### config.mk
export PLATFORM = sky130hd
export DESIGN_NAME = pov_column_engine
export DESIGN_NICKNAME = d
export VERILOG_FILES = /design/src/verilog/pov_pkg.sv /design/src/verilog/column_timer.sv /design/src/verilog/pixel_fetch.sv /design/src/verilog/driver_shifter.sv /design/src/verilog/row_mux.sv /design/src/verilog/pov_column_engine.sv
export SDC_FILE = /design/constraint.sdc
export NUM_CORES = 1
export LEC_CHECK = 0
export BUFFER_PORTS_ARGS = -buffer_cell sky130_fd_sc_hd__buf_2
export CORE_MARGIN = 5
export CORE_UTILIZATION = 40
export DETAILED_ROUTE_END_ITERATION = 6
export GPL_TIMING_DRIVEN = 0
export SETUP_SLACK_MARGIN = 0.5
export SYNTH_ARGS = -nofsm -noshare
export SYNTH_HDL_FRONTEND = slang
export SYNTH_SLANG_ARGS = --single-unit
### constraint.sdc
create_clock -name clk_enable -period 3 [get_ports clk_enable]
set_input_delay 0 -clock clk_enable [delete_from_list [all_inputs] [get_ports clk_enable]]
set_output_delay 0 -clock clk_enable [all_outputs]
set_load 0.03 [all_outputs]
### src/verilog/pov_pkg.sv
package pov_pkg;

    typedef enum logic [1:0] {
        timer_wait_first_edge,
        timer_measuring,
        timer_running
    } timer_state_e;

    typedef enum logic [1:0] {
        fetch_idle,
        fetch_reading,
        fetch_full
    } fetch_state_e;

    typedef enum logic [1:0] {
        shift_idle,
        shift_clock_low,
        shift_clock_high,
        shift_latch
    } shift_state_e;

    // Travels with each column from the timer down to the row mux
    typedef struct packed {
        logic [7:0] column;
        logic       first;
    } column_tag_t;

endpackage

### src/verilog/column_timer.sv
`timescale 1ns/1ps

module column_timer
    import pov_pkg::*;
#(
    parameter int COLUMN_BITS = 3
) (
    input  logic        clk_enable,
    input  logic        nrst,
    input  logic        hall,
    output logic        column_start,
    output column_tag_t column_tag
);

    localparam int PERIOD_BITS = 24;

    timer_state_e           state;
    logic [1:0]             hall_sync;
    logic                   hall_prev;
    logic                   hall_edge;
    logic [PERIOD_BITS-1:0] period_cnt;
    logic [PERIOD_BITS-1:0] slot_len;
    logic [PERIOD_BITS-1:0] slot_cnt;
    logic [COLUMN_BITS-1:0] next_column;
    logic                   columns_pending;

    // Hall input is asynchronous
    always_ff @(posedge clk_enable or negedge nrst) begin
        if (!nrst) begin
            hall_sync <= '0;
            hall_prev <= 1'b0;
        end else begin
            hall_sync <= {hall_sync[0], hall};
            hall_prev <= hall_sync[1];
        end
    end

    assign hall_edge = hall_sync[1] & ~hall_prev;

    always_ff @(posedge clk_enable or negedge nrst) begin
        if (!nrst) begin
            state           <= timer_wait_first_edge;
            period_cnt      <= '0;
            slot_len        <= '0;
            slot_cnt        <= '0;
            next_column     <= '0;
            columns_pending <= 1'b0;
            column_start    <= 1'b0;
            column_tag      <= '0;
        end else begin
            column_start <= 1'b0;
            // Saturate on a stalled rotor
            if (period_cnt != '1) begin
                period_cnt <= period_cnt + 1'b1;
            end
            case (state)
                timer_wait_first_edge: begin
                    if (hall_edge) begin
                        state      <= timer_measuring;
                        period_cnt <= PERIOD_BITS'(1);
                    end
                end
                timer_measuring, timer_running: begin
                    if (hall_edge) begin
                        // Column 0 goes out at once on a new revolution
                        state             <= timer_running;
                        period_cnt        <= PERIOD_BITS'(1);
                        slot_len          <= period_cnt >> COLUMN_BITS;
                        slot_cnt          <= PERIOD_BITS'(1);
                        next_column       <= COLUMN_BITS'(1);
                        columns_pending   <= 1'b1;
                        column_start      <= 1'b1;
                        column_tag.column <= '0;
                        column_tag.first  <= 1'b1;
                    end else if (columns_pending) begin
                        if (slot_cnt >= slot_len) begin
                            slot_cnt          <= PERIOD_BITS'(1);
                            next_column       <= next_column + 1'b1;
                            columns_pending   <= (next_column != '1);
                            column_start      <= 1'b1;
                            column_tag.column <= 8'(next_column);
                            column_tag.first  <= 1'b0;
                        end else begin
                            slot_cnt <= slot_cnt + 1'b1;
                        end
                    end
                end
                default: state <= timer_wait_first_edge;
            endcase
        end
    end

    // The first edge only starts the period measurement
    assert property (@(posedge clk_enable) disable iff (!nrst)
        (state == timer_wait_first_edge) |-> !column_start)
        else $error("column_start while waiting for the first hall edge");

endmodule

### src/verilog/pixel_fetch.sv
`timescale 1ns/1ps

module pixel_fetch
    import pov_pkg::*;
#(
    parameter int COLUMN_BITS   = 3,
    parameter int LANES         = 4,
    parameter int LEDS_PER_LANE = 2,
    parameter int PIXEL_BITS    = 8
) (
    input  logic                                             clk_enable,
    input  logic                                             nrst,
    input  logic                                             column_start,
    input  column_tag_t                                      column_tag,
    input  logic [PIXEL_BITS-1:0]                            ram_data,
    input  logic                                             shifter_busy,
    output logic [COLUMN_BITS+$clog2(LANES*LEDS_PER_LANE)-1:0] ram_addr,
    output logic                                             column_load,
    output logic [LANES*LEDS_PER_LANE*PIXEL_BITS-1:0]        column_data,
    output column_tag_t                                      load_tag,
    output logic                                             column_overrun
);

    localparam int WORDS     = LANES * LEDS_PER_LANE;
    localparam int WORD_BITS = $clog2(WORDS);
    localparam int ADDR_BITS = COLUMN_BITS + WORD_BITS;

    fetch_state_e         state;
    logic                 issuing;
    logic [WORD_BITS-1:0] issue_idx;
    logic                 cap_valid;
    logic [WORD_BITS-1:0] cap_idx;
    logic                 fetch_start;
    logic                 fetch_done;

    assign fetch_start = (state == fetch_idle) && column_start;
    assign fetch_done  = cap_valid && (cap_idx == WORD_BITS'(WORDS - 1));

    always_ff @(posedge clk_enable or negedge nrst) begin
        if (!nrst) begin
            state          <= fetch_idle;
            issuing        <= 1'b0;
            issue_idx      <= '0;
            cap_valid      <= 1'b0;
            cap_idx        <= '0;
            ram_addr       <= '0;
            column_load    <= 1'b0;
            column_overrun <= 1'b0;
        end else begin
            column_load <= 1'b0;
            // RAM answers one cycle after the address
            cap_valid   <= issuing;
            cap_idx     <= issue_idx;
            if (column_start && state != fetch_idle) begin
                column_overrun <= 1'b1;
            end
            if (issuing) begin
                if (issue_idx == WORD_BITS'(WORDS - 1)) begin
                    issuing <= 1'b0;
                end else begin
                    issue_idx <= issue_idx + 1'b1;
                    ram_addr  <= ram_addr + 1'b1;
                end
            end
            case (state)
                fetch_idle: begin
                    if (column_start) begin
                        state     <= fetch_reading;
                        issuing   <= 1'b1;
                        issue_idx <= '0;
                        ram_addr  <= ADDR_BITS'(column_tag.column[COLUMN_BITS-1:0])
                                     * ADDR_BITS'(WORDS);
                    end
                end
                fetch_reading: begin
                    if (fetch_done) begin
                        if (shifter_busy) begin
                            state <= fetch_full;
                        end else begin
                            column_load <= 1'b1;
                            state       <= fetch_idle;
                        end
                    end
                end
                fetch_full: begin
                    if (!shifter_busy) begin
                        column_load <= 1'b1;
                        state       <= fetch_idle;
                    end
                end
                default: state <= fetch_idle;
            endcase
        end
    end

    // Word w sits at column_data[w*PIXEL_BITS +: PIXEL_BITS]
    always_ff @(posedge clk_enable) begin
        if (cap_valid) begin
            column_data[cap_idx*PIXEL_BITS +: PIXEL_BITS] <= ram_data;
        end
        if (fetch_start) begin
            load_tag <= column_tag;
        end
    end

    assert property (@(posedge clk_enable) disable iff (!nrst)
        column_load |-> !shifter_busy)
        else $error("column_load while the shifter is busy");

endmodule

### src/verilog/driver_shifter.sv
`timescale 1ns/1ps

module driver_shifter
    import pov_pkg::*;
#(
    parameter int LANES         = 4,
    parameter int LEDS_PER_LANE = 2,
    parameter int PIXEL_BITS    = 8
) (
    input  logic                                      clk_enable,
    input  logic                                      nrst,
    input  logic                                      column_load,
    input  logic [LANES*LEDS_PER_LANE*PIXEL_BITS-1:0] column_data,
    input  column_tag_t                               load_tag,
    output logic                                      drv_sclk,
    output logic                                      drv_gclk,
    output logic                                      drv_lat,
    output logic [LANES-1:0]                          drv_sin,
    output logic                                      shifter_busy,
    output column_tag_t                               lat_tag
);

    localparam int LANE_BITS = LEDS_PER_LANE * PIXEL_BITS;
    localparam int CNT_BITS  = $clog2(LANE_BITS);

    shift_state_e         state;
    logic [CNT_BITS-1:0]  bit_cnt;
    logic [LANE_BITS-1:0] lane_sr   [LANES];
    logic [LANE_BITS-1:0] lane_load [LANES];
    logic                 take;
    logic                 last_bit;
    logic                 advance;

    // Highest LED on top, so it is shifted first and lands in the far driver
    always_comb begin
        for (int k = 0; k < LANES; k++) begin
            for (int l = 0; l < LEDS_PER_LANE; l++) begin
                lane_load[k][l*PIXEL_BITS +: PIXEL_BITS] =
                    column_data[(l*LANES + k)*PIXEL_BITS +: PIXEL_BITS];
            end
        end
    end

    assign take     = (state == shift_idle) && column_load;
    assign last_bit = (bit_cnt == CNT_BITS'(LANE_BITS - 1));
    assign advance  = (state == shift_clock_high) && !last_bit;

    always_ff @(posedge clk_enable or negedge nrst) begin
        if (!nrst) begin
            state        <= shift_idle;
            bit_cnt      <= '0;
            drv_sclk     <= 1'b0;
            drv_lat      <= 1'b0;
            drv_sin      <= '0;
            shifter_busy <= 1'b0;
        end else begin
            drv_sclk <= 1'b0;
            drv_lat  <= 1'b0;
            case (state)
                shift_idle: begin
                    if (take) begin
                        state        <= shift_clock_low;
                        bit_cnt      <= '0;
                        shifter_busy <= 1'b1;
                        for (int k = 0; k < LANES; k++) begin
                            drv_sin[k] <= lane_load[k][LANE_BITS-1];
                        end
                    end
                end
                shift_clock_low: begin
                    state    <= shift_clock_high;
                    drv_sclk <= 1'b1;
                end
                shift_clock_high: begin
                    if (last_bit) begin
                        state        <= shift_latch;
                        drv_lat      <= 1'b1;
                        shifter_busy <= 1'b0;
                    end else begin
                        state   <= shift_clock_low;
                        bit_cnt <= bit_cnt + 1'b1;
                        // Next bit is set up while the clock is low
                        for (int k = 0; k < LANES; k++) begin
                            drv_sin[k] <= lane_sr[k][LANE_BITS-2];
                        end
                    end
                end
                shift_latch: state <= shift_idle;
                default: state <= shift_idle;
            endcase
        end
    end

    always_ff @(posedge clk_enable) begin
        if (take) begin
            lane_sr <= lane_load;
            lat_tag <= load_tag;
        end else if (advance) begin
            for (int k = 0; k < LANES; k++) begin
                lane_sr[k] <= lane_sr[k] << 1;
            end
        end
    end

    // Grayscale clock runs free
    always_ff @(posedge clk_enable or negedge nrst) begin
        if (!nrst) begin
            drv_gclk <= 1'b0;
        end else begin
            drv_gclk <= ~drv_gclk;
        end
    end

    assert property (@(posedge clk_enable) disable iff (!nrst)
        !(drv_sclk && drv_lat))
        else $error("drv_sclk and drv_lat high together");

endmodule

### src/verilog/row_mux.sv
`timescale 1ns/1ps

module row_mux
    import pov_pkg::*;
#(
    parameter int MUX_LINES     = 8,
    parameter int BLANKING_TIME = 6
) (
    input  logic                 clk_enable,
    input  logic                 nrst,
    input  logic                 drv_lat,
    input  column_tag_t          lat_tag,
    output logic [MUX_LINES-1:0] mux_out
);

    localparam int BLANK_BITS = $clog2(BLANKING_TIME + 1);

    logic [BLANK_BITS-1:0] blank_cnt;
    logic [MUX_LINES-1:0]  row_sel;

    // Lines stay dark while the drivers take new data to avoid ghosting
    always_ff @(posedge clk_enable or negedge nrst) begin
        if (!nrst) begin
            blank_cnt <= '0;
            row_sel   <= '0;
            mux_out   <= '0;
        end else begin
            if (drv_lat) begin
                mux_out   <= '0;
                blank_cnt <= BLANK_BITS'(BLANKING_TIME - 1);
                row_sel   <= MUX_LINES'(1) << (lat_tag.column % MUX_LINES);
            end else if (blank_cnt != '0) begin
                blank_cnt <= blank_cnt - 1'b1;
            end else begin
                mux_out <= row_sel;
            end
        end
    end

endmodule

### src/verilog/pov_column_engine.sv
`timescale 1ns/1ps

module pov_column_engine
    import pov_pkg::*;
#(
    parameter int COLUMN_BITS   = 3,
    parameter int LANES         = 4,
    parameter int LEDS_PER_LANE = 2,
    parameter int PIXEL_BITS    = 8,
    parameter int MUX_LINES     = 8,
    parameter int BLANKING_TIME = 6
) (
    input  logic                                               clk_enable,
    input  logic                                               nrst,
    input  logic                                               hall,
    output logic [COLUMN_BITS+$clog2(LANES*LEDS_PER_LANE)-1:0] ram_addr,
    input  logic [PIXEL_BITS-1:0]                              ram_data,
    output logic                                               drv_sclk,
    output logic                                               drv_gclk,
    output logic                                               drv_lat,
    output logic [LANES-1:0]                                   drv_sin,
    output logic [MUX_LINES-1:0]                               mux_out,
    output logic                                               column_overrun
);

    localparam int COLUMN_WIDTH = LANES * LEDS_PER_LANE * PIXEL_BITS;

    logic                    column_start;
    column_tag_t             column_tag;
    logic                    column_load;
    logic [COLUMN_WIDTH-1:0] column_data;
    column_tag_t             load_tag;
    logic                    shifter_busy;
    column_tag_t             lat_tag;

    column_timer #(
        .COLUMN_BITS(COLUMN_BITS)
    ) u_column_timer (
        .clk_enable  (clk_enable),
        .nrst        (nrst),
        .hall        (hall),
        .column_start(column_start),
        .column_tag  (column_tag)
    );

    pixel_fetch #(
        .COLUMN_BITS  (COLUMN_BITS),
        .LANES        (LANES),
        .LEDS_PER_LANE(LEDS_PER_LANE),
        .PIXEL_BITS   (PIXEL_BITS)
    ) u_pixel_fetch (
        .clk_enable    (clk_enable),
        .nrst          (nrst),
        .column_start  (column_start),
        .column_tag    (column_tag),
        .ram_data      (ram_data),
        .shifter_busy  (shifter_busy),
        .ram_addr      (ram_addr),
        .column_load   (column_load),
        .column_data   (column_data),
        .load_tag      (load_tag),
        .column_overrun(column_overrun)
    );

    driver_shifter #(
        .LANES        (LANES),
        .LEDS_PER_LANE(LEDS_PER_LANE),
        .PIXEL_BITS   (PIXEL_BITS)
    ) u_driver_shifter (
        .clk_enable  (clk_enable),
        .nrst        (nrst),
        .column_load (column_load),
        .column_data (column_data),
        .load_tag    (load_tag),
        .drv_sclk    (drv_sclk),
        .drv_gclk    (drv_gclk),
        .drv_lat     (drv_lat),
        .drv_sin     (drv_sin),
        .shifter_busy(shifter_busy),
        .lat_tag     (lat_tag)
    );

    row_mux #(
        .MUX_LINES    (MUX_LINES),
        .BLANKING_TIME(BLANKING_TIME)
    ) u_row_mux (
        .clk_enable(clk_enable),
        .nrst      (nrst),
        .drv_lat   (drv_lat),
        .lat_tag   (lat_tag),
        .mux_out   (mux_out)
    );

endmodule

### After elaboration in Yosys (flattened, before gate mapping)

Cells that the tools add are included.

* add/sub/neg operators: 8
* $lt $le $gt $ge: 1
* eq/ne operators: 21
* shift-type cells: 3
* mux-type cells: 64
* bitwise logic cells: 3
* reductions and logical operators: 25

Operators with widths (number)
* 24-bit two-way mux: 6
* 63-bit two-way mux: 2
* 64-bit bitwise mux: 1
* 8-bit by 34-bit variable shift with 64-bit output, first input constant: 1
* 8-bit by 34-bit indexed part select with 64-bit output: 1
* 24-bit by 1-bit adder with 24-bit output, second input constant: 2
* 6-bit negation with 34-bit output: 1
* 4-bit two-way mux: 7
* 3-bit two-way mux: 9
* 24-bit by 21-bit >= comparator with 1-bit output: 1
* 6-bit two-way mux: 4
* 24-bit inequality test, second input constant: 1
* 1-bit two-way mux: 18
* 2-bit two-way mux: 8
* 8-bit two-way mux: 2
* 4-bit one-hot mux with 2 select lines: 2
* 3-bit AND reduction: 4
* 2-bit nonzero test: 6
* 2-bit by 1-bit inequality test with 1-bit output, second input constant: 5
* 2-bit equality test, second input constant: 4
* 2-bit inequality test, second input constant: 4
* 2-bit one-hot mux with 4 select lines: 1
* 1-bit by 3-bit << shifter with 8-bit output, first input constant: 1
* 3-bit by 1-bit adder with 3-bit output, second input constant: 2
* other kinds (19): 32

* register bits: 263
* input bits: 11

### Depth between registers and ports, before layout

* depth after elaboration: 5
* depth in mapped cells: 9
* depth with buffers taken out: 9

### Hierarchy

From an unflattened synthesis, not the netlist that was laid out.

* cell total of the unflattened synthesis: 927
* area, all modules: 12426.9 um^2

By module, submodules not included
* column_timer: instances 1, cells an instance 411, area each 4395.5 um^2, seq. area each 2077.0 um^2
* pixel_fetch: instances 1, cells an instance 255, area each 3734.8 um^2, seq. area each 2642.5 um^2
* driver_shifter: instances 1, cells an instance 186, area each 3417.0 um^2, seq. area each 2422.3 um^2
* row_mux: instances 1, cells an instance 75, area each 879.6 um^2, seq. area each 475.5 um^2

### Least setup slack after synthesis

OpenSTA, ideal clock, no wires.

* path type: reg2reg
* start: register u_driver_shifter.state[0]
* end: register u_driver_shifter.lane_sr[0] in the netlist's numbering, enable pin
* library setup time: 0.414 ns
* arrival time: 2.399 ns
* path slack: 0.187 ns
* cell stages (with the launch flop): 7
* buffers on the path: 2
* clock period less this slack: 2.813 ns
* path through: dfrtp_1 nor2b_1 clkbuf_1 and2_1 clkbuf_1 nor2_1 inv_1

* longest elaborated chain between the ends: 3
* elaborated cells between the ends (all ways): 5
* those cells by class: eq/ne (1); reduce/logical (4)

RTL lines
* start, declared: RTL line driver_shifter.sv:26 `shift_state_e state;`
* start signal, assigned: RTL line driver_shifter.sv:50 `state <= shift_idle;`
* start signal, assigned: RTL line driver_shifter.sv:62 `state <= shift_clock_low;`
* start signal, assigned: RTL line driver_shifter.sv:71 `state <= shift_clock_high;`
* 2-bit equality test or 2-bit logical NOT (tied branches): RTL line driver_shifter.sv:46, driver_shifter.sv:44
* 1-bit logical AND, on equally long branches: RTL line driver_shifter.sv:46, driver_shifter.sv:44
* 2-bit nonzero test (no source line) (*)
* end signal, assigned: RTL line driver_shifter.sv:96 `lane_sr <= lane_load;`
* end signal, assigned by index: RTL line driver_shifter.sv:100 `lane_sr[k] <= lane_sr[k] << 1;`
* end, declared: RTL line driver_shifter.sv:28 `logic [LANE_BITS-1:0] lane_sr [LANES];`

Mark *: on every way between the ends. The rest lies on a longest branch, timed or not.
A chain may end at the register's enable or synchronous reset.

### Final worst setup path

* start: register u_column_timer.slot_cnt[20]
* end: register u_column_timer.slot_cnt[20]

* longest elaborated chain between the ends: 4
* elaborated cells between the ends (all ways): 5
* those cells by class: add/sub (1); order compare (1); mux (3)

RTL lines
* start, declared: RTL line column_timer.sv:23 `logic [PERIOD_BITS-1:0] slot_cnt;`
* start signal, assigned: RTL line column_timer.sv:84 `slot_cnt <= slot_cnt + 1'b1;`
* 24-bit by 1-bit adder with 24-bit output or 24-bit by 21-bit >= comparator with 1-bit output (tied branches): RTL line column_timer.sv:84, column_timer.sv:76
* 24-bit two-way mux (*): RTL line column_timer.sv:76 `if (slot_cnt >= slot_len) begin`
* 24-bit two-way mux (*): RTL line column_timer.sv:75 `end else if (columns_pending) begin`
* 24-bit two-way mux (*): RTL line column_timer.sv:64 `if (hall_edge) begin`

Mark *: on every way between the ends. The rest lies on a longest branch, timed or not. The select of a mux whose other input is x is not followed.

==> flow_metrics.env <==
export IMPL_clkPwrFrac_pct=30.7
export IMPL_antennaDiodeCount=0
export IMPL_p_leak_nw=5.482
export IMPL_fin_area_um2=13630
export IMPL_cp_arrival_ns=2.86
export IMPL_period_share_pct=81.01
export IMPL_grt_total_usage_pct=13.44
export IMPL_grt_ovfl_total=0
export IMPL_synthCells=914
export IMPL_antenna_found_initial=0
export IMPL_grt_pass1_vias=7035
export IMPL_drc=0
export IMPL_dpl_cell_area_um2=12220
export IMPL_nNetsFinal=1059
export IMPL_first_pass_iters=4
export IMPL_peakVddDrop_mv=0.4946
export IMPL_critPathRequiredTime_ns=3.43
export IMPL_core_um2=28550
export IMPL_status="finished with violations"
export IMPL_initial_core_util_pct=40.39
export IMPL_ios=33
export IMPL_cp_start_kind="flop"
export IMPL_cap_violations=0
export IMPL_rsz0062_at_grt="yes"
export IMPL_cts_tree="yes"
export IMPL_syn_cell_area_um2=11530
export IMPL_crit_path_max_fanout=9
export IMPL_num_rows=62
export IMPL_drt_vias_per_instance=5.081
export IMPL_clock_sinks=263
export IMPL_ys_dominant_reg_cell="dfrtp_1"
export IMPL_max_freq_mhz=411.5
export IMPL_port_buffers=32
export IMPL_dieArea_um2=32320
export IMPL_drt_iter0_drc=382
export IMPL_cts_buffers=27
export IMPL_ys_ff_latch=263
export IMPL_final_common_cell="edfxtp_1"
export IMPL_synth_cell_type_count=62
export IMPL_final_cell_mix="edfxtp_1, dfrtp_1, nor2_1"
export IMPL_crit_type="flop to flop"
export IMPL_antenna_left=0
export IMPL_intPower_mw=8.024
export IMPL_cts_buffer_depth=3
export IMPL_worst_pin_slew_ns=0.7829
export IMPL_grt_max_degree=77
export IMPL_avgSynthCellArea_um2=12.62
export IMPL_path_clk_slew_ns=0.07
export IMPL_synth_edff_count=130
export IMPL_pwr_density_cell_nw_per_um2=855.8
export IMPL_die_h_um=179.8
export IMPL_gp_congestion=0.8151
export IMPL_root_buffer="clkbuf_16"
export IMPL_setup_tns_final_ns=0
export IMPL_slew_headroom_pct=47.70
export IMPL_finalMaxSlewViolations=0
export IMPL_worstSetupEndpointType="flop"
export IMPL_whs_ns=-0.01242
export IMPL_clk_latency_ns=0.54
export IMPL_worst_slack_ns=0.5698
export IMPL_combinationalPowerShare_pct=25.9
export IMPL_switching_power_mw=3.639
export IMPL_drive_above_1_share_pct=21.40
export IMPL_ys_warnings_count=0
export IMPL_hpwl_mm=14.51
export IMPL_ys_async_sr_fraction_pct=50.57
export IMPL_finalSetupViolCount=0
export IMPL_swShare_pct=31.20
export IMPL_avgRoutedWirePerCell_um=15.89
export IMPL_synth_seq_area_share_pct=62.72
export IMPL_pre_cts_ws_ns=-0.2828
export IMPL_holdCritPathClass="input port to async pin"
export IMPL_htree_levels=1
export IMPL_grt_pass1_wl_mm=36.57
export IMPL_finClkSkew_ns=0.01500
export IMPL_hold_viol=5
export IMPL_syn_num_nets=966
export IMPL_wl_mm=22.44
export IMPL_vias=7174
export IMPL_power_frac_seq_pct=43.4
export IMPL_syn_to_final_growth_pct=18.19
export IMPL_violations="negative hold slack"
export IMPL_period_needed_ns=2.430
export IMPL_die_x_um=179.8
through the flow:
stage	total power [mW]	utilization, %	std cells
3_3_place_gp	7.777	42.69	1330
4_1_cts	11.57	46.75	1393
6_report	11.66	47.74	1412
2_1_floorplan	6.998	-	914
5_1_grt	12.29	47.74	1412
3_5_place_dp	7.863	42.81	1331
critical path, stage by stage (launching register included):
cell      delay, ns
dfrtp_2        0.45
ha_4           0.28
nand3_2        0.12
nor4_4         0.33
nand4_1        0.26
o211ai_4       0.38
buf_6          0.15
nor2_4         0.06
a31o_2         0.28
synthesized netlist by cell type (20+ instances only):
cell      count  area, µm²
nand2_1      67      251.5
inv_1        46      172.7
ha_1         41      513.0
xnor2_1      20      175.2
dfrtp_1     133       3328
nor2_1       89      334.1
clkbuf_1     21      78.83
nand3_1      22      110.1
and2_1       45      281.5
o21ai_0      23      115.1
mux2_2       78      878.3
edfxtp_1    130       3904
a21oi_1      28      140.1
worst paths after layout:
check | start | endpoint | slack, ns | cells after the start
max | u_column_timer.slot_cnt[20] | u_column_timer.slot_cnt[20] | 0.57 | 8
min | nrst | u_column_timer.slot_cnt[2] | -0.01 | 2
max reg2reg | u_column_timer.slot_cnt[20] | u_column_timer.slot_cnt[20] | 0.57 | 8
min reg2reg | u_column_timer.hall_sync[0] | u_column_timer.hall_sync[1] | 0.35 | 0
max in group asynchronous | nrst | u_column_timer.slot_cnt[18] | 2.23 | 3
min in group clk_enable | hall | u_column_timer.hall_sync[0] | 0.11 | 2
what timing repair did:
action                                 CTS  global route
pin swaps                                1            10
endpoints found under the hold margin  175             0
cloned                                   1             3
hold buffers                            10             0
setup buffers                            1            16
setup endpoints to repair              151           138
resized for setup                       14            31
cells by family after synthesis:
kind of cell	count (synthesis)	synth area share, %
flops	263	62.72
buf+inv	73	2.474
fa+ha+maj	41	4.449
compound gates	107	6.196
mux	85	8.225
xor+xnor	33	2.507
simple gates	312	13.43
flip-flops by register name (all words and copies together), names as in the netlist, 4 cells and up:
name,count
u_column_timer.period_cnt,24
u_column_timer.slot_cnt,24
u_column_timer.slot_len,21
u_driver_shifter.bit_cnt,4
u_driver_shifter.drv_sin,4
u_driver_shifter.lane_sr,60
u_pixel_fetch.column_data,64
u_pixel_fetch.ram_addr,6
u_row_mux.mux_out,8
u_row_mux.row_sel,8
power by group through the flow:
stage | sequential (mW) | combinational (mW) | clock [mW]
after floorplan | 5.16 | 1.83 | 0
after global placement | 5.14 | 2.63 | 0
after detailed placement | 5.16 | 2.70 | 0
after CTS | 5.09 | 2.81 | 3.67
after global routing | 5.14 | 3.34 | 3.81
final | 5.06 | 3.02 | 3.58
final cells by class:
cell class	count	area (µm²)
Fill cell	2604	14920
Sequential cell	263	7238
Multi-Input combinational cell	578	4185
Clock buffer	37	743.2
Tap cell	384	480.5
Timing Repair Buffer	61	449.2
Clock inverter	13	212.7
Inverter	47	180.2
Buffer	26	116.4
Timing Repair inverter	3	22.52
per-layer routing:
| metal | vias up | part of all wire, % | GRT usage, % |
|---|---|---|---|
| met2 | 127 | 46 | 21.80 |
| met3 | 31 | 3.9 | 2.324 |
| met5 | - | 0 | 0 |
| met1 | 3562 | 48 | 19.09 |
| met4 | 0 | 1.7 | 3.078 |
| li1 | 3454 | - | - |
Power figures use the tool's default switching activity.
